File: src/streamReader_cfg.svh
`ifndef STREAMREADER_CFG_SVH
`define STREAMREADER_CFG_SVH

// bus and stream word width
`define SR_DATA_W 32

// buffer address width, MSB is the bank bit in ping-pong mode
`define SR_ADDR_W 10

// external word address width
`define SR_EXT_ADDR_W 32

// burst length, wide enough for a full buffer
`define SR_SIZE_W 11

// period, duty and delay counters
`define SR_PERIOD_W 10

`endif
File: src/streamReaderPkg.sv
package streamReaderPkg;

   // fetch controller states
   typedef enum logic [1:0]
   {
      FETCH_IDLE = 2'd0,
      FETCH_REQ  = 2'd1,
      FETCH_DONE = 2'd2
   } fetchState_t;

   // read address generator states
   typedef enum logic [1:0]
   {
      READ_IDLE  = 2'd0,
      READ_DELAY = 2'd1,
      READ_RUN   = 2'd2
   } readState_t;

endpackage

File: src/ramPortIf.sv
`timescale 1ns/1ns

`include "streamReader_cfg.svh"

interface ramPortIf;

   // write port
   logic                    wEn;
   logic [`SR_ADDR_W-1:0]   wAddr;
   logic [`SR_DATA_W-1:0]   wData;

   // read port, data one cycle after rEn
   logic                    rEn;
   logic [`SR_ADDR_W-1:0]   rAddr;
   logic [`SR_DATA_W-1:0]   rData;

   modport writer
   (
      output wEn, wAddr, wData
   );

   modport reader
   (
      output rEn, rAddr
   );

   modport ram
   (
      input  wEn, wAddr, wData, rEn, rAddr,
      output rData
   );

endinterface

File: src/fetchCtrl.sv
`timescale 1ns/1ns

`include "streamReader_cfg.svh"

module fetchCtrl
(
   input  logic                       clk,
   input  logic                       rst,
   input  logic                       run,
   input  logic                       pingPong,
   input  logic [`SR_EXT_ADDR_W-1:0]  extAddr,
   input  logic [`SR_ADDR_W-1:0]      intAddr,
   input  logic [`SR_SIZE_W-1:0]      size,
   input  logic                       busReady,
   input  logic [`SR_DATA_W-1:0]      busRdata,
   output logic                       busValid,
   output logic [`SR_EXT_ADDR_W-1:0]  busAddr,
   output logic                       bank,
   output logic                       fetchDone,
   ramPortIf.writer                   wr
);

   streamReaderPkg::fetchState_t   state;
   logic [`SR_SIZE_W-1:0]          wordCnt;
   logic [`SR_EXT_ADDR_W-1:0]      curAddr;
   logic [`SR_ADDR_W-1:0]          sumAddr;
   logic                           xfer;
   logic                           lastWord;

   assign xfer     = busValid & busReady;
   assign lastWord = (wordCnt == size - 1'b1);

   assign busValid = (state == streamReaderPkg::FETCH_REQ);
   assign busAddr  = curAddr;

   // buffer write in the transfer cycle itself
   assign sumAddr  = intAddr + wordCnt[`SR_ADDR_W-1:0];
   assign wr.wEn   = xfer;
   assign wr.wData = busRdata;
   assign wr.wAddr = pingPong ? {bank, sumAddr[`SR_ADDR_W-2:0]} : sumAddr;

   always_ff @(posedge clk or posedge rst)
   begin
      if (rst)
      begin
         state     <= streamReaderPkg::FETCH_IDLE;
         wordCnt   <= '0;
         curAddr   <= '0;
         bank      <= 1'b0;
         fetchDone <= 1'b1;
      end
      else
      begin
         case (state)
            streamReaderPkg::FETCH_IDLE:
            begin
               if (run)
               begin
                  // flip banks every run, pin to bank 0 otherwise
                  bank      <= pingPong ? ~bank : 1'b0;
                  fetchDone <= 1'b0;
                  wordCnt   <= '0;
                  curAddr   <= extAddr;
                  if (size == '0)
                  begin
                     state <= streamReaderPkg::FETCH_DONE;
                  end
                  else
                  begin
                     state <= streamReaderPkg::FETCH_REQ;
                  end
               end
            end
            streamReaderPkg::FETCH_REQ:
            begin
               if (xfer)
               begin
                  curAddr <= curAddr + 1'b1;
                  wordCnt <= wordCnt + 1'b1;
                  if (lastWord)
                  begin
                     fetchDone <= 1'b1;
                     state     <= streamReaderPkg::FETCH_IDLE;
                  end
               end
            end
            // empty burst
            streamReaderPkg::FETCH_DONE:
            begin
               fetchDone <= 1'b1;
               state     <= streamReaderPkg::FETCH_IDLE;
            end
            default:
            begin
               state <= streamReaderPkg::FETCH_IDLE;
            end
         endcase
      end
   end

endmodule

File: src/flat_wrapper.sv
// flat-port wrapper written by rule: the top's interface ports become plain ports
module fetchCtrl_flat 
  (clk, rst, run, pingPong, extAddr, intAddr, size, busReady, busRdata, busValid, busAddr, bank, fetchDone, wr_wEn, wr_wAddr, wr_wData);
  ramPortIf wr_i ();
  input  logic clk;
  input  logic rst;
  input  logic run;
  input  logic pingPong;
  input  logic [`SR_EXT_ADDR_W-1:0] extAddr;
  input  logic [`SR_ADDR_W-1:0] intAddr;
  input  logic [`SR_SIZE_W-1:0] size;
  input  logic busReady;
  input  logic [`SR_DATA_W-1:0] busRdata;
  output logic busValid;
  output logic [`SR_EXT_ADDR_W-1:0] busAddr;
  output logic bank;
  output logic fetchDone;
  output wire logic [$bits(wr_i.wEn)-1:0] wr_wEn;
  output wire logic [$bits(wr_i.wAddr)-1:0] wr_wAddr;
  output wire logic [$bits(wr_i.wData)-1:0] wr_wData;
  assign wr_wEn = wr_i.wEn;
  assign wr_wAddr = wr_i.wAddr;
  assign wr_wData = wr_i.wData;
  fetchCtrl u_core (.clk(clk), .rst(rst), .run(run), .pingPong(pingPong), .extAddr(extAddr), .intAddr(intAddr), .size(size), .busReady(busReady), .busRdata(busRdata), .busValid(busValid), .busAddr(busAddr), .bank(bank), .fetchDone(fetchDone), .wr(wr_i));
endmodule
File: config.mk
export PLATFORM = sky130hd
export DESIGN_NAME = fetchCtrl_flat
export DESIGN_NICKNAME = d
export VERILOG_FILES = /design/src/streamReaderPkg.sv /design/src/ramPortIf.sv /design/src/fetchCtrl.sv /design/src/flat_wrapper.sv
export VERILOG_INCLUDE_DIRS = /design/src
export SDC_FILE = /design/constraint.sdc
export NUM_CORES = 1
export LEC_CHECK = 0
export ABC_AREA = 0
export BUFFER_PORTS_ARGS = -buffer_cell sky130_fd_sc_hd__buf_2
export CORE_ASPECT_RATIO = 1.1
export CORE_MARGIN = 4
export CORE_UTILIZATION = 44
export CTS_BUF_LIST = sky130_fd_sc_hd__clkbuf_8
export CTS_CLUSTER_DIAMETER = 100
export DETAILED_ROUTE_END_ITERATION = 16
export GPL_ROUTABILITY_DRIVEN = 0
export GPL_TIMING_DRIVEN = 0
export MAX_ROUTING_LAYER = met4
export PLACE_DENSITY = 0.75
export SYNTH_ARGS = -nofsm -noshare
export SYNTH_HDL_FRONTEND = slang
export SYNTH_SLANG_ARGS = --single-unit
File: constraint.sdc
create_clock -name clk -period 3.7 [get_ports clk]
set_clock_uncertainty 0.2 [all_clocks]
set_input_delay 0.37 -clock clk [delete_from_list [all_inputs] [get_ports clk]]
set_output_delay 0.37 -clock clk [all_outputs]
set_load 0.03 [all_outputs]
==> results.md, run 1 <==
* CTS tree: built
* Clock slew at reported path FFs at 100 ps
* FMAX at 311 MHz
* Synth area leaders: dfrtp_1 30%, a21oi_1 8.0%, buf_4 6.2%
* Register area at 1180 µm²
* Most used DFF post-synth: dfrtp_1
* Total power at 3510 µW
* Clk_lat worst skew at 310 ps
* Endpoints failing hold at 0
* Hold WS at 162 ps
* First-pass GRT wire length at 19.4 mm
* Cell count after synthesis at 486
* Data required, critical path at 3130 ps
* Buffer depth of the longest clock path at 2
* Starting Density at 0.455
* Post-synth ARST share at 1.00
* Share of the yosys chip area belonging to registers at 0.304
* Multi-input logic area at 2280 µm²
* DIE AREA at 10400 µm²
* Area grow syn2layout at 24.7%
* IO Port Bufs at 134
* Crit share post-route at 0.870
* Maximum vdd drop at 0.428 mV
* CP Class: register to output port
* Num CTS Buffers at 5
* Via Count at 4259
* Number of synthesized flops with an enable pin at 0
* Root buf cell: clkbuf_8
* Internal power at 1620 µW
* Largest net degree at the start of global routing at 39
* Diode count at 0
* Std cell rows at 35
* PD cells at 727 nW/µm²
* Slew headroom at 0.361
* Post-layout utilization of the core at 0.568
* CP max stage cell: dfrtp_1
* Initial antenna violation count at 0
* Endpoints failing setup at 0
* Top cell type's share of synthesized area at 0.298
* Max Slew Vio Count at 0
* Remaining DRCs at 0
* Leak Pwr at 0.00218 µW
* Setup TNS at 0 ps
* WL per Instance at 16.3 µm
* #FFs+latches synth at 47
* Post-synthesis net count at 593
* Gate power share at 0.600
* Vias per inst at 5.75
* IO Pins at 168
* Nets@finish at 736
* H-Tree Depth at 2
* Critical Path End Type: output port
* Worst endpoint data arrival time at 2650 ps
* Fill count at 814
* WL final at 12.1 mm
* GRT Total Usage at 0.228
* Switching Fraction at 0.539
* Minimum clock period at 3220 ps
* Post-DP HPWL at 9.21 mm
* Post-CTS Resized at 0
* Unrepaired setup endpoints after global routing: no
* Total global routing overflow at 0
* P_sw at 1890 µW
* Worst path cell trace: ha_1, inv_1, fa_1, nor2b_1, o21ai_0, a21boi_0, o21ai_0, a21oi_1, xor2_1, buf_2
* Setup Buffers After CTS at 0
* Max_cap viols at 0
* Most used cell along the critical path: o21ai_0
* Crit-path max FO at 5
* Number of DRC markers in iteration 0 at 255
* Die height at 106 µm
* Sink Count at 47
* Synth area leader: dfrtp_1
* Unique cell type count in the Yosys netlist at 59
* Worst Hold Class: input port to register
* Top-count cell post-synth: a21oi_1
* Worst path max stage delay at 470 ps
* Vias in the first global route at 4134
* Flop pwr share at 0.282
* # hold bufs at CTS at 1
* Drt pass-1 iters at 5
* Most frequent cells after synthesis: 62 x a21oi_1, 46 x dfrtp_1, 42 x nand2_1
* Status: completed
* Core Area at 8500 µm²
* Startpoint class of the critical path: register
* Synthesized cell area at 3870 µm²
* Worst slew pin tran at 950 ps
* Share of layout cells above drive strength 1 at 0.303
* Synth warn at 0
* Die Width at 97.4 µm
* Synth Area per Inst at 7.96 µm²
* Routed Antenna Nets at 0
* Clock power share at 0.118
==> kinds of logic (layout without fill, tap and decap cells) <==
| family | Yosys count | count (layout) | share of synthesized area |
|---|---|---|---|
| buffers and inverters | 76 | 220 | 0.107 |
| muxes | 5 | 5 | 0.0133 |
| adders and majority gates | 17 | 17 | 0.0569 |
| and+or+nand+nor | 166 | 166 | 0.225 |
| AOI/OAI and AO/OA | 152 | 152 | 0.242 |
| xor gates and xnor gates | 23 | 23 | 0.0521 |
| DFF | 47 | 47 | 0.304 |
==> critical path: cells and delay by family, from the launching register on <==
family / cells / cell delay [ps]
compound gates: 4 / 670
xor+xnor: 1 / 150
fa+ha+maj: 2 / 640
buf+inv: 2 / 270
flops: 1 / 470
simple gates: 1 / 150
==> power by group through the flow <==
stage | registers, µW | logic [µW] | clock network (µW)
global route | 1020 | 2280 | 442
global placement | 973 | 2040 | 0
finish | 989 | 2100 | 415
CTS | 975 | 2090 | 421
detailed placement | 983 | 2090 | 0
floorplan | 1290 | 1130 | 0
==> cells in the final DEF (no fill, tap or decap), drive strengths merged, types with 3 or more instances in the layout <==
master,netlist,final
nor2,30,30
nor4,3,3
xnor2,11,11
nand2b,6,6
nor3,8,8
and3,7,7
nand2,42,42
a21oi,62,62
nand3,20,20
nor2b,5,5
o21a,3,3
buf,37,172
inv,21,21
o22ai,16,16
or2,6,6
o21ai,36,36
xor2,12,12
dfrtp,46,46
o41ai,3,3
ha,16,16
nand4,18,18
or4,4,4
mux2i,4,4
a2bb2oi,9,9
clkbuf,18,24
or3,7,7
o31ai,5,5
==> routing by layer <==
| metal | routed length (µm) | track usage |
|---|---|---|
| met1 | 4810 | 0.280 |
| met4 | 220 | 0.0811 |
| met5 | 0 | - |
| met3 | 1100 | 0.0394 |
| met2 | 5960 | 0.379 |
==> flip-flops by register name (all words and copies together) (netlist names) <==
name              count
u_core.bank           1
u_core.busAddr       32
u_core.fetchDone      1
u_core.state          2
u_core.wordCnt       11
==> area by class of cell <==
cell class | instances | share of cell area
clock buffer | 6 | 0.0171
timing repair buffer | 136 | 0.145
sequential | 47 | 0.244
clock inverter | 2 | 0.00726
multi-input combinational | 363 | 0.472
buffer | 55 | 0.0692
inverter | 21 | 0.0163
tap | 111 | 0.0288
==> per-stage QoR <==
stage | std cells | area, µm² | worst slack, ps
2_1_floorplan | 486 | 3870 | 924
3_3_place_gp | 731 | 4680 | 801
3_5_place_dp | 732 | 4700 | 743
4_1_cts | 741 | 4820 | 428
5_1_grt | 741 | 4820 | 259
6_report | 741 | 4820 | 481
==> worst paths after layout <==
kind                       cells after the start         startpoint                 end  slack, ps
hold reg to reg                                2   u_core.fetchDone    u_core.fetchDone        340
setup reg to reg                               8    u_core.state[1]   u_core.busAddr[6]        730
max in group asynchronous                      4                rst    u_core.fetchDone       2420
hold / removal                                 3           pingPong         u_core.bank        160
min in group asynchronous                      3                rst  u_core.busAddr[15]        320
setup / recovery                              10  u_core.wordCnt[0]         wr_wAddr[8]        480
No activity file was read; power rests on OpenSTA's default activity.
==> run 2, diff against run 1 <==
- PLACE_DENSITY: 0.75 -> 0.76
- clock period: 3.7 -> 2.9 ns (I/O delays scaled with it)
==> run 2 against run 1 <==
- combinational power rose by 30%
- routed wire length rose by 1.9%
- sequential power rose by 28%
- critical endpoint is now wr_wAddr[9]
==> results.md, run 2 (synthesized netlist as in run 1, its figures left out) <==
* Root buf cell: clkbuf_8
* IO Pins at 168
* Worst endpoint data arrival time at 2320 ps
* Clock slew at reported path FFs at 90 ps
* Starting Density at 0.455
* Nets@finish at 742
* Worst reg-to-reg setup slack at 220 ps
* Buffer depth of the longest clock path at 2
* Area grow syn2layout at 27.7%
* Most frequent cells in the layout: 131 x buf_2, 60 x a21oi_1, 43 x dfrtp_1
* Max Used Layer: met4
* Worst setup path end: wr_wAddr[9]
* Slew headroom at 0.346
* Worst slew pin tran at 972 ps
* First-pass GRT wire length at 19.2 mm
* Worst reg-to-reg path cell count at 7
* Core Area at 8500 µm²
* FF-to-FF Start: u_core.busAddr[4]
* Total global routing overflow at 0
* CP Class: register to output port
* Largest register FFs at 32
* Max Slew Vio Count at 0
* Status: completed
* Crit-path max FO at 5
* PD cells at 929 nW/µm²
* Routed length on met2 at 6.09 mm
* Placed cells at 732
* Drt pass-1 iters at 5
* Most common cell after layout, fill and taps aside: buf_2
* Num CTS Buffers at 5
* CTS tree: built
* Via Count at 4283
* GRT Total Usage at 0.227
* Multi-input logic area at 2320 µm²
* Source of the worst hold timing path: pingPong
* Fill count at 813
* Die height at 106 µm
* Vias per inst at 5.73
* WL per Instance at 16.5 µm
* Minimum clock period at 2810 ps
* Diode count at 0
* Clk_lat worst skew at 310 ps
* Met3 Wirelength at 1.04 mm
* Maximum vdd drop at 0.664 mV
* Sink Count at 47
* Die Width at 97.4 µm
* Crit share post-route at 0.969
* DRT met1 WL at 4.93 mm
* Largest net degree at the start of global routing at 37
* Final Instance Count excl. Fillers at 747
* H-Tree Depth at 2
* Max_cap viols at 0
* Unrepaired setup endpoints after global routing: yes
* Share of layout cells above drive strength 1 at 0.329
* Initial antenna violation count at 0
* DIE AREA at 10400 µm²
* Worst Hold Class: input port to register
* Worst r2r dst: u_core.busAddr[27]
* FMAX at 356 MHz
* Critical Path Start: u_core.wordCnt[1]
* Remaining DRCs at 0
* Critical Path End Type: output port
* Std cell rows at 35
* Data required, critical path at 2410 ps
* Total power at 4590 µW
* Endpoints failing setup at 0
* Leak Pwr at 0.00223 µW
* Post-DP HPWL at 9.30 mm
* IO Port Bufs at 134
* Routed Antenna Nets at 0
* Vias in the first global route at 4153
* Number of DRC markers in iteration 0 at 223
* Startpoint class of the critical path: register
* Endpoints failing hold at 0
* Register area at 1180 µm²
* WL final at 12.3 mm
==> run 2: metal layers <==
layer | vias to the layer above | track usage
li1 | 2035 | -
met1 | 1998 | 0.276
met2 | 226 | 0.378
met3 | 24 | 0.0367
met4 | 0 | 0.0900
met5 | - | -
==> run 2: what timing repair did <==
item                       CTS  global route
gates resized for setup      9            14
pin swaps                    1             5
buffers inserted             2             4
hold endpoints to repair    11             0
hold buffers                 1             0
setup endpoints to repair    6            28
==> run 2: power by group <==
| part | switching [µW] | internal [µW] |
|---|---|---|
| Combinational | 1840 | 903 |
| Clock | 234 | 341 |
| Sequential | 348 | 923 |
| Total | 2420 | 2170 |
==> run 2: final cells by class <==
class                           count  share of cell area
Tap cell                          111              0.0281
Sequential cell                    47               0.239
Inverter                           21              0.0160
Clock inverter                      3              0.0129
Clock buffer                        5              0.0139
Buffer                             55              0.0684
Timing Repair Buffer              142               0.153
Multi-Input combinational cell    363               0.469
==> run 2: metrics by stage <==
| step | utilization | setup WS (ps) | hold WS (ps) | cell area (µm²) | setup TNS [ps] |
|---|---|---|---|---|---|
| floorplan | - | 204 | 239 | 3870 | 0 |
| global placement | 0.551 | 22.3 | 309 | 4680 | 0 |
| detailed placement | 0.553 | 0.0950 | 58.9 | 4700 | 0 |
| CTS | 0.573 | 3.43 | 70.2 | 4870 | 0 |
| global route | 0.581 | -61.0 | 61.3 | 4940 | -116 |
| finish | 0.581 | 91.0 | 73.0 | 4940 | 0 |
==> run 2: how the worst min path moves through the flow <==
stage | cells past startpoint | endpoint | slack (ps)
after floorplan | 2 | u_core.bank | 240
after global placement | 2 | u_core.bank | 310
after detailed placement | 2 | u_core.busAddr[2] | 60
after CTS | 3 | u_core.bank | 70
after global routing | 3 | u_core.bank | 60
final | 3 | u_core.bank | 70
==> run 2: critical path, stage by stage (launching register included) <==
cell and delay (ps):
dfrtp_2 460, ha_1 310, a211oi_1 290, o21a_1 220
o21ai_2 80, a21oi_2 210, o2111ai_1 140, o211ai_1 100
buf_4 190
