===== config.mk =====
export PLATFORM = sky130hd
export DESIGN_NAME = readAddrGen_flat
export DESIGN_NICKNAME = d
export VERILOG_FILES = /design/src/streamReaderPkg.sv /design/src/ramPortIf.sv /design/src/readAddrGen.sv /design/src/flat_wrapper.sv
export VERILOG_INCLUDE_DIRS = /design/src
export SDC_FILE = /design/constraint.sdc
export NUM_CORES = 1
export LEC_CHECK = 0
export BUFFER_PORTS_ARGS = -buffer_cell sky130_fd_sc_hd__buf_2
export CAP_MARGIN = 0
export CORE_AREA = 10 10 132 134
export CTS_BUF_LIST = sky130_fd_sc_hd__clkbuf_16
export CTS_CLUSTER_DIAMETER = 30
export DETAILED_ROUTE_END_ITERATION = 8
export DIE_AREA = 0 0 142 144
export PLACE_DENSITY = 0.48
export SYNTH_ARGS = -nofsm -noshare
export SYNTH_HDL_FRONTEND = slang
export SYNTH_SLANG_ARGS = --single-unit

===== constraint.sdc =====
create_clock -name clk -period 3.7 [get_ports clk]
set_clock_uncertainty 0.15 [all_clocks]
set_input_delay 0.37 -clock clk [delete_from_list [all_inputs] [get_ports clk]]
set_output_delay 0.37 -clock clk [all_outputs]
set_load 0.02 [all_outputs]

===== src/streamReader_cfg.svh =====
`ifndef STREAMREADER_CFG_SVH
`define STREAMREADER_CFG_SVH

// bus and stream word width
`define SR_DATA_W 32

// buffer address width, MSB is the bank bit in ping-pong mode
`define SR_ADDR_W 10

// external word address width
`define SR_EXT_ADDR_W 32

// burst length, wide enough for a full buffer
`define SR_SIZE_W 11

// period, duty and delay counters
`define SR_PERIOD_W 10

`endif

===== src/streamReaderPkg.sv =====
package streamReaderPkg;

   // fetch controller states
   typedef enum logic [1:0]
   {
      FETCH_IDLE = 2'd0,
      FETCH_REQ  = 2'd1,
      FETCH_DONE = 2'd2
   } fetchState_t;

   // read address generator states
   typedef enum logic [1:0]
   {
      READ_IDLE  = 2'd0,
      READ_DELAY = 2'd1,
      READ_RUN   = 2'd2
   } readState_t;

endpackage


===== src/ramPortIf.sv =====
`timescale 1ns/1ns

`include "streamReader_cfg.svh"

interface ramPortIf;

   // write port
   logic                    wEn;
   logic [`SR_ADDR_W-1:0]   wAddr;
   logic [`SR_DATA_W-1:0]   wData;

   // read port, data one cycle after rEn
   logic                    rEn;
   logic [`SR_ADDR_W-1:0]   rAddr;
   logic [`SR_DATA_W-1:0]   rData;

   modport writer
   (
      output wEn, wAddr, wData
   );

   modport reader
   (
      output rEn, rAddr
   );

   modport ram
   (
      input  wEn, wAddr, wData, rEn, rAddr,
      output rData
   );

endinterface


===== src/readAddrGen.sv =====
`timescale 1ns/1ns

`include "streamReader_cfg.svh"

module readAddrGen
(
   input  logic                     clk,
   input  logic                     rst,
   input  logic                     run,
   input  logic                     bank,
   input  logic                     pingPong,
   input  logic                     reverse,
   input  logic [`SR_ADDR_W-1:0]    iterations,
   input  logic [`SR_PERIOD_W-1:0]  period,
   input  logic [`SR_PERIOD_W-1:0]  duty,
   input  logic [`SR_PERIOD_W-1:0]  delay,
   input  logic [`SR_ADDR_W-1:0]    start,
   input  logic [`SR_ADDR_W-1:0]    shift,
   input  logic [`SR_ADDR_W-1:0]    incr,
   output logic                     readDone,
   ramPortIf.reader                 rd
);

   streamReaderPkg::readState_t   state;
   logic [`SR_PERIOD_W-1:0]       delayCnt;
   logic [`SR_PERIOD_W-1:0]       perCnt;
   logic [`SR_ADDR_W-1:0]         iterCnt;
   logic [`SR_ADDR_W-1:0]         runAddr;
   logic [`SR_ADDR_W-1:0]         nextAddr;
   logic [`SR_ADDR_W-1:0]         bankAddr;
   logic                          lastPer;
   logic                          lastIter;
   logic                          en;

   function automatic logic [`SR_ADDR_W-1:0] bitRev(input logic [`SR_ADDR_W-1:0] a);
      logic [`SR_ADDR_W-1:0] r;
      for (int i = 0; i < `SR_ADDR_W; i++)
      begin
         r[i] = a[`SR_ADDR_W-1-i];
      end
      return r;
   endfunction

   assign en       = (state == streamReaderPkg::READ_RUN) && (perCnt < duty);
   assign lastPer  = (perCnt == period - 1'b1);
   assign lastIter = (iterCnt == iterations - 1'b1);

   always_comb
   begin
      nextAddr = runAddr;
      if (en)
      begin
         nextAddr = nextAddr + incr;
      end
      if (lastPer)
      begin
         nextAddr = nextAddr + shift;
      end
   end

   // read the bank that the previous run filled
   assign bankAddr = pingPong ? {~bank, runAddr[`SR_ADDR_W-2:0]} : runAddr;
   assign rd.rAddr = reverse ? bitRev(bankAddr) : bankAddr;
   assign rd.rEn   = en;

   always_ff @(posedge clk or posedge rst)
   begin
      if (rst)
      begin
         state    <= streamReaderPkg::READ_IDLE;
         delayCnt <= '0;
         perCnt   <= '0;
         iterCnt  <= '0;
         runAddr  <= '0;
         readDone <= 1'b1;
      end
      else
      begin
         case (state)
            streamReaderPkg::READ_IDLE:
            begin
               // an empty pattern leaves readDone high
               if (run && iterations != '0 && period != '0)
               begin
                  readDone <= 1'b0;
                  delayCnt <= delay;
                  perCnt   <= '0;
                  iterCnt  <= '0;
                  runAddr  <= start;
                  if (delay == '0)
                  begin
                     state <= streamReaderPkg::READ_RUN;
                  end
                  else
                  begin
                     state <= streamReaderPkg::READ_DELAY;
                  end
               end
            end
            streamReaderPkg::READ_DELAY:
            begin
               delayCnt <= delayCnt - 1'b1;
               if (delayCnt == 1)
               begin
                  state <= streamReaderPkg::READ_RUN;
               end
            end
            streamReaderPkg::READ_RUN:
            begin
               runAddr <= nextAddr;
               perCnt  <= lastPer ? '0 : perCnt + 1'b1;
               if (lastPer)
               begin
                  iterCnt <= iterCnt + 1'b1;
                  if (lastIter)
                  begin
                     readDone <= 1'b1;
                     state    <= streamReaderPkg::READ_IDLE;
                  end
               end
            end
            default:
            begin
               state <= streamReaderPkg::READ_IDLE;
            end
         endcase
      end
   end

endmodule


===== src/flat_wrapper.sv =====
// flat-port wrapper written by rule: the top's interface ports become plain ports
module readAddrGen_flat 
  (clk, rst, run, bank, pingPong, reverse, iterations, period, duty, delay, start, shift, incr, readDone, rd_rEn, rd_rAddr);
  ramPortIf rd_i ();
  input  logic clk;
  input  logic rst;
  input  logic run;
  input  logic bank;
  input  logic pingPong;
  input  logic reverse;
  input  logic [`SR_ADDR_W-1:0] iterations;
  input  logic [`SR_PERIOD_W-1:0] period;
  input  logic [`SR_PERIOD_W-1:0] duty;
  input  logic [`SR_PERIOD_W-1:0] delay;
  input  logic [`SR_ADDR_W-1:0] start;
  input  logic [`SR_ADDR_W-1:0] shift;
  input  logic [`SR_ADDR_W-1:0] incr;
  output logic readDone;
  output wire logic [$bits(rd_i.rEn)-1:0] rd_rEn;
  output wire logic [$bits(rd_i.rAddr)-1:0] rd_rAddr;
  assign rd_rEn = rd_i.rEn;
  assign rd_rAddr = rd_i.rAddr;
  readAddrGen u_core (.clk(clk), .rst(rst), .run(run), .bank(bank), .pingPong(pingPong), .reverse(reverse), .iterations(iterations), .period(period), .duty(duty), .delay(delay), .start(start), .shift(shift), .incr(incr), .readDone(readDone), .rd(rd_i));
endmodule

==> metrics.md, run 1 <==
| Metric | Value |
|---|---|
| Run status | finished, final reports clean |
| Port Buf Inserts | 87 |
| Final min period | 3.56 ns |
| FF-to-FF setup slack | 0.14 ns |
| Grt ovf | 0 |
| Global-route wire length before repair | 22000 um |
| Pwr dens | 548 mW/mm^2 |
| Total Routed Length | 13800 um |
| Worst min-delay path category | input port to flop |
| Placed insts | 818 |
| Tot Pwr | 3.05 mW |
| Largest cells by area after synthesis | dfrtp_1, ha_1, xnor2_1 |
| Clock Latency Late Sink | 0.29 ns |
| Tcrit/Tclk final | 96.1% |
| Routed WL per cell | 16.6 um |
| RR Endpoint | u_core.runAddr[8] |
| Layout cells sized above 1 | 31.2% |
| Syn Std Cell Area | 0.00436 sq mm |
| Data required, critical path | 3.74 ns |
| Vias in the first global route | 4435 |
| Largest net degree at the start of global routing | 28 |
| Via count | 4346 |
| Most common cell after layout, fill and taps aside | buf_2 |
| Die Span Y | 144 um |
| Hold Path End | u_core.delayCnt[6] |
| Critical path fanouts, max | 6 |
| TritonRoute pass-1 iters | 4 |
| Syn Area/Cell | 8.35 sq um |
| Area growth, synth to finish | 27.9% |
| Synthesis-stage register bit count | 43 |
| CTS tree | done |
| # setup viols final | 0 |
| Crit path from | u_core.perCnt[1] |
| Worst Hold Launch | delay[6] |
| Main synth FF type | dfrtp_1 |
| Critical Path Sink Type | flop |
| DP Wirelength | 11200 um |
| Total CTS buffers | 5 |
| GRT Util Overall | 13.0% |
| Total of max-cap violations | 0 |
| Clock sink count | 43 |
| Netlist cell types | 75 |
| Number of remaining DRC errors | 0 |
| Core area | 0.0149 sq mm |
| Clk buf depth | 2 |
| CP Class | flop to flop |
| Least-Margin Pin Slew | 1.11 ns |
| Routability cong. | 0.897 |
| Sequential element share of the synthesized area | 24.7% |
| Mapped Nets | 634 |
| Fin cells | 830 |
| CP Launch Type | flop |
| Final slew viol count | 0 |
| First DRT Iteration DRCs | 249 |
| Yosys top cell area share | 24.1% |
| Root Buffer | clkbuf_16 |
| Antenna violations before repair | 0 |
| Die X | 142 um |
| YS warnings | 0 |
| Post-DRT Antenna Nets | 0 |
| Asr flop ratio synth | 100% |
| Initial Util | 29.3% |
| Worst vdd rail ir drop | 0.260 mV |
| Synth area leader | dfrtp_1 |
| Die area | 0.0204 sq mm |
| Fmax achieved | 0.281 GHz |
| WP data arrival | 3.60 ns |
| Most frequent cells in the layout | buf_2, buf_4, dfrtp_1, nor2_1 |
| Clock-pin slew reported for the worst setup and hold paths after clock tree synthesis | 0.07 ns |
| Slew headroom | 26.1% |
| Reg2Reg Depth | 15 |
| Row count | 45 |
| Post-synth EDFFs | 0 |
| Hold Vio Cnt, Final | 0 |
| H-tree depth | 2 |
| Antenna Cells | 0 |
| Hold_buf cts | 0 |
| Via-to-Cell Ratio | 5.24 |
| Hold Path Stages | 3 |
| Static leakage | 2.45 nW |
| Cells after Synth | 522 |
| Total Nets Final | 753 |
| Total I/O pin count | 88 |
| R2r startpoint | u_core.perCnt[1] |
-- routing by layer --
metal / share of wire, % / GRT usage, % / wire [um]
met4: 2.0 / 3.87 / 278
met1: 47 / 16.4 / 6440
met2: 47 / 21.8 / 6420
met5: 0 / 0 / 0
met3: 4.6 / 2.85 / 631
-- how the worst max path moves through the flow --
stage | to | slack, ns | cells after the start
after global routing | u_core.runAddr[8] | -0.04 | 15
final | u_core.runAddr[8] | 0.14 | 15
after detailed placement | u_core.runAddr[9] | -0.16 | 18
after CTS | u_core.runAddr[9] | -0.03 | 17
after global placement | u_core.runAddr[8] | -0.09 | 18
after floorplan | u_core.runAddr[8] | 0.02 | 17
-- registers in the layout (all words and copies together) (netlist names) --
register         flops
u_core.readDone      1
u_core.runAddr      10
u_core.delayCnt     10
u_core.iterCnt      10
u_core.state         2
u_core.perCnt       10
-- kinds of logic after synthesis --
logic type | synth area share, %
mux | 7.90
xor+xnor | 7.64
compound gates | 22.2
flops | 24.7
buf+inv | 5.20
fa+ha+maj | 10.7
simple gates | 21.7
-- where the power goes --
| group | internal, mW | switching (mW) | leakage, nW | total, mW |
|---|---|---|---|---|
| registers | 0.602 | 0.156 | 0.543 | 0.758 |
| logic | 0.887 | 0.893 | 1.83 | 1.78 |
| clock network | 0.319 | 0.195 | 0.0838 | 0.514 |
-- area by class of cell --
type	instances	area (sq um)
tap	188	235
multi-input combinational	424	3190
fill	1586	9290
sequential	43	1080
timing repair buffer	130	758
clock buffer	5	125
inverter	37	139
clock inverter	3	43.8
-- critical path, cell delays in order, from the launching register on --
cell	delay [ns]
dfrtp_1	0.41
ha_4	0.28
a211oi_2	0.06
o311a_1	0.36
o21ba_4	0.27
mux2_4	0.31
ha_2	0.19
inv_2	0.06
fa_2	0.21
nor2b_1	0.06
o21ai_2	0.18
a21boi_2	0.08
o21a_1	0.20
o41a_1	0.32
xnor2_1	0.13
a211oi_1	0.18
-- timing repair --
item,CTS,global route
pin swaps,2,18
resized for setup,4,28
endpoints found under the setup margin,2,3
setup buffers,0,4
-- metrics by stage --
stage | utilization [%] | setup WS (ns) | hold slack [ns] | area [sq um] | TNS, ns
final | 37.5 | 0.145 | 0.164 | 5570 | 0
after global routing | 37.5 | -0.0366 | 0.177 | 5570 | -0.0681
after CTS | 36.4 | -0.0295 | 0.161 | 5420 | -0.0295
after detailed placement | 35.2 | -0.165 | 0.399 | 5240 | -0.309
after global placement | 35.2 | -0.0859 | 0.376 | 5240 | -0.145
after floorplan | - | 0.0233 | 0.337 | 4370 | 0
-- synth_stat cells, types with 8 or more instances --
cell	count
a211oi_1	8
a21oi_1	35
clkbuf_1	10
dfrtp_1	42
ha_1	34
inv_1	37
mux2_2	18
mux2i_1	13
nand2_1	35
nand3_1	21
nor2_1	39
nor2b_1	10
nor3_1	20
o21ai_0	24
xnor2_1	26
xor2_1	12
Note: power is estimated with default switching activity, not from simulation.
==> run 2, diff against run 1 <==
PLACE_DENSITY = 0.59   (was 0.48)
==> run 2 against run 1 <==
Non-clock buffer count down 4. First-iteration DRC count rose by 10%. Core utilization fell by 0.36 points. Sequential share of layout area grew 0.19 points. Sequential cell count unchanged. Worst hold slack worse by 0.089 ns. Clock power shrank 3%. Via count increased by 0.71%. Critical endpoint is now u_core.runAddr[9]. Critical path type unchanged. Combinational power is essentially flat.
==> metrics.md, run 2 (synthesized netlist as in run 1, its figures left out) <==
| Metric | Value |
|---|---|
| Final slew viol count | 0 (unchanged) |
| Fmax achieved | 0.279 GHz (was 0.281 GHz) |
| Vias in the first global route | 4449 (was 4435) |
| Placed insts | 814 (was 818) |
| Clock sink count | 43 (unchanged) |
| WP data arrival | 3.63 ns (was 3.60 ns) |
| Port Buf Inserts | 87 (unchanged) |
| RR Endpoint | u_core.runAddr[9] (was u_core.runAddr[8]) |
| Worst min-delay path category | input port to async pin (was input port to flop) |
| Reg2Reg Depth | 17 (was 15) |
| Largest net degree at the start of global routing | 44 (was 28) |
| CTS tree | done (unchanged) |
| Fill cell count | 1552 (was 1586) |
| Number of remaining DRC errors | 0 (unchanged) |
| Share of power burned in registers | 25.4% (was 24.8%) |
| Area growth, synth to finish | 26.7% (was 27.9%) |
| Total Nets Final | 749 (was 753) |
| Hold_buf cts | 0 (unchanged) |
| Total Routed Length | 13600 um (was 13800 um) |
| Die X | 142 um (unchanged) |
| Via count | 4377 (was 4346) |
| Switching share of power | 41.1% (was 40.7%) |
| Routed WL per cell | 16.5 um (was 16.6 um) |
| Clk buf depth | 2 (unchanged) |
| Slew headroom | 32.2% (was 26.1%) |
| GRT Util Overall | 12.8% (was 13.0%) |
| Data required, critical path | 3.75 ns (was 3.74 ns) |
| R2r startpoint | u_core.runAddr[0] (was u_core.perCnt[1]) |
| Fin cells | 825 (was 830) |
| Die area | 0.0204 sq mm (unchanged) |
| Core area | 0.0149 sq mm (unchanged) |
| Least-Margin Pin Slew | 1.01 ns (was 1.11 ns) |
| Layout cells sized above 1 | 30.1% (was 31.2%) |
| Post-DRT Antenna Nets | 0 (unchanged) |
| Combinational Power Share | 58.3% (about the same) |
| Most frequent cells in the layout | buf_2, dfrtp_1, nor2_1, buf_4, inv_1 (was buf_2, buf_4, dfrtp_1, nor2_1) |
| Critical Path Sink Type | flop (unchanged) |
| # setup viols final | 0 (unchanged) |
| FF-to-FF setup slack | 0.11 ns (was 0.14 ns) |
| CP Launch Type | flop (unchanged) |
| Antenna violations before repair | 0 (unchanged) |
| Clock Latency Late Sink | 0.29 ns (about the same) |
| Static leakage | 2.44 nW (was 2.45 nW) |
| Worst vdd rail ir drop | 0.356 mV (was 0.260 mV) |
| Hold Vio Cnt, Final | 0 (unchanged) |
| Tcrit/Tclk final | 97.0% (was 96.1%) |
| DP Wirelength | 10900 um (was 11200 um) |
| Total CTS buffers | 5 (unchanged) |
| Die Span Y | 144 um (unchanged) |
| Total I/O pin count | 88 (unchanged) |
| FF/Latch Area | 0.00108 sq mm (unchanged) |
| Routability cong. | 0.885 (was 0.897) |
| RSZ-0062 raised after global routing | true |
| First DRT Iteration DRCs | 274 (was 249) |
| Sw Pwr | 1.25 mW (was 1.24 mW) |
| Global-route wire length before repair | 21800 um (was 22000 um) |
| CP endpoint | u_core.runAddr[9] (was u_core.runAddr[8]) |
| Pint | 1.79 mW (was 1.81 mW) |
| Final core occ | 37.1% (was 37.5%) |
| Grt ovf | 0 (unchanged) |
| Most common cell after layout, fill and taps aside | buf_2 (unchanged) |
| H-tree depth | 2 (unchanged) |
| Final min period | 3.59 ns (was 3.56 ns) |
| Initial Util | 29.3% (unchanged) |
| Clock-pin slew reported for the worst setup and hold paths after clock tree synthesis | 0.06 ns (was 0.07 ns) |
| Total of max-cap violations | 0 (unchanged) |
| Area occupied by multi-input gates | 0.00318 sq mm (was 0.00319 sq mm) |
| TritonRoute pass-1 iters | 4 (unchanged) |
| Root Buffer | clkbuf_16 (unchanged) |
| Clock group share of total power | 16.3% (was 16.8%) |
| Row count | 45 (unchanged) |
| Run status | finished, final reports clean (unchanged) |
| Antenna Cells | 0 (unchanged) |
| Critical path fanouts, max | 3 (was 6) |
| Pwr dens | 551 mW/mm^2 (was 548 mW/mm^2) |
| CP Class | flop to flop (unchanged) |
| Crit path from | u_core.runAddr[0] (was u_core.perCnt[1]) |
| Via-to-Cell Ratio | 5.31 (was 5.24) |
==> run 2: cell count changes in the layout (fill, tap and decap cells not counted), sizes merged <==
cell,delta
buf,-4
clkinv,-2
inv,+1
==> run 2: power by group through the flow <==
stage | sequential, mW | combinational (mW) | clock (mW)
floorplan | 0.729 | 1.14 | 0
global placement | 0.766 | 1.58 | 0
detailed placement | 0.776 | 1.62 | 0
CTS | 0.768 | 1.65 | 0.509
global route | 0.793 | 1.99 | 0.529
finish | 0.772 | 1.77 | 0.497
==> run 2: worst max-delay path, cell delays in order, from the launching register on <==
cell	delay, ns
dfrtp_1	0.39
ha_1	0.21
inv_1	0.08
fa_2	0.22
nor2b_2	0.05
o21ai_2	0.14
a21oi_2	0.08
or3_1	0.31
and3_1	0.19
or2_2	0.28
ha_2	0.20
nor3_2	0.20
o2111ai_2	0.14
a31o_2	0.27
a21oi_2	0.14
xnor2_1	0.15
a211oi_1	0.10
o31ai_1	0.20
==> run 2: how the worst min path moves through the flow <==
stage | startpoint | endpoint | slack (ns) | cells past startpoint
finish | rst | u_core.delayCnt[1] | 0.08 | 3
global route | rst | u_core.iterCnt[6] | 0.16 | 3
CTS | rst | u_core.runAddr[1] | 0.11 | 3
detailed placement | u_core.readDone | u_core.readDone | 0.38 | 2
global placement | u_core.delayCnt[8] | u_core.delayCnt[8] | 0.37 | 2
floorplan | delay[6] | u_core.delayCnt[6] | 0.34 | 2
==> run 2: cell type report <==
| class | count | share of cell area [%] |
|---|---|---|
| multi-input cells | 424 | 57.6 |
| flip-flops and latches | 43 | 19.5 |
| repair buffers | 126 | 13.3 |
| well taps | 188 | 4.26 |
| inverters | 37 | 2.52 |
| clock buffers | 5 | 2.27 |
| clock inverters | 2 | 0.612 |
==> run 2: per-stage QoR <==
step	TNS [ns]	instance area, sq um	setup slack, ns	hold slack [ns]	power, mW
after CTS	0	5390	0.0158	0.108	2.93
final	0	5520	0.112	0.0753	3.04
after global routing	-0.0947	5520	-0.0758	0.164	3.31
after global placement	-0.167	5210	-0.100	0.374	2.34
after detailed placement	-0.325	5210	-0.186	0.382	2.39
after floorplan	0	4370	0.0233	0.337	1.87
==> run 2: what timing repair did <==
| item | CTS | global route |
|---|---|---|
| resized for setup | 5 | 23 |
| setup buffers | 1 | 3 |
| setup endpoints to repair | 2 | 3 |
| pin swaps | 2 | 11 |
==> run 2: layer usage <==
metal,GRT usage [%],share of wire [%],wire [um]
met1,16.0,45,6120
met2,21.4,48,6530
met3,2.92,5.4,732
met4,3.87,1.8,252
met5,0,0,0
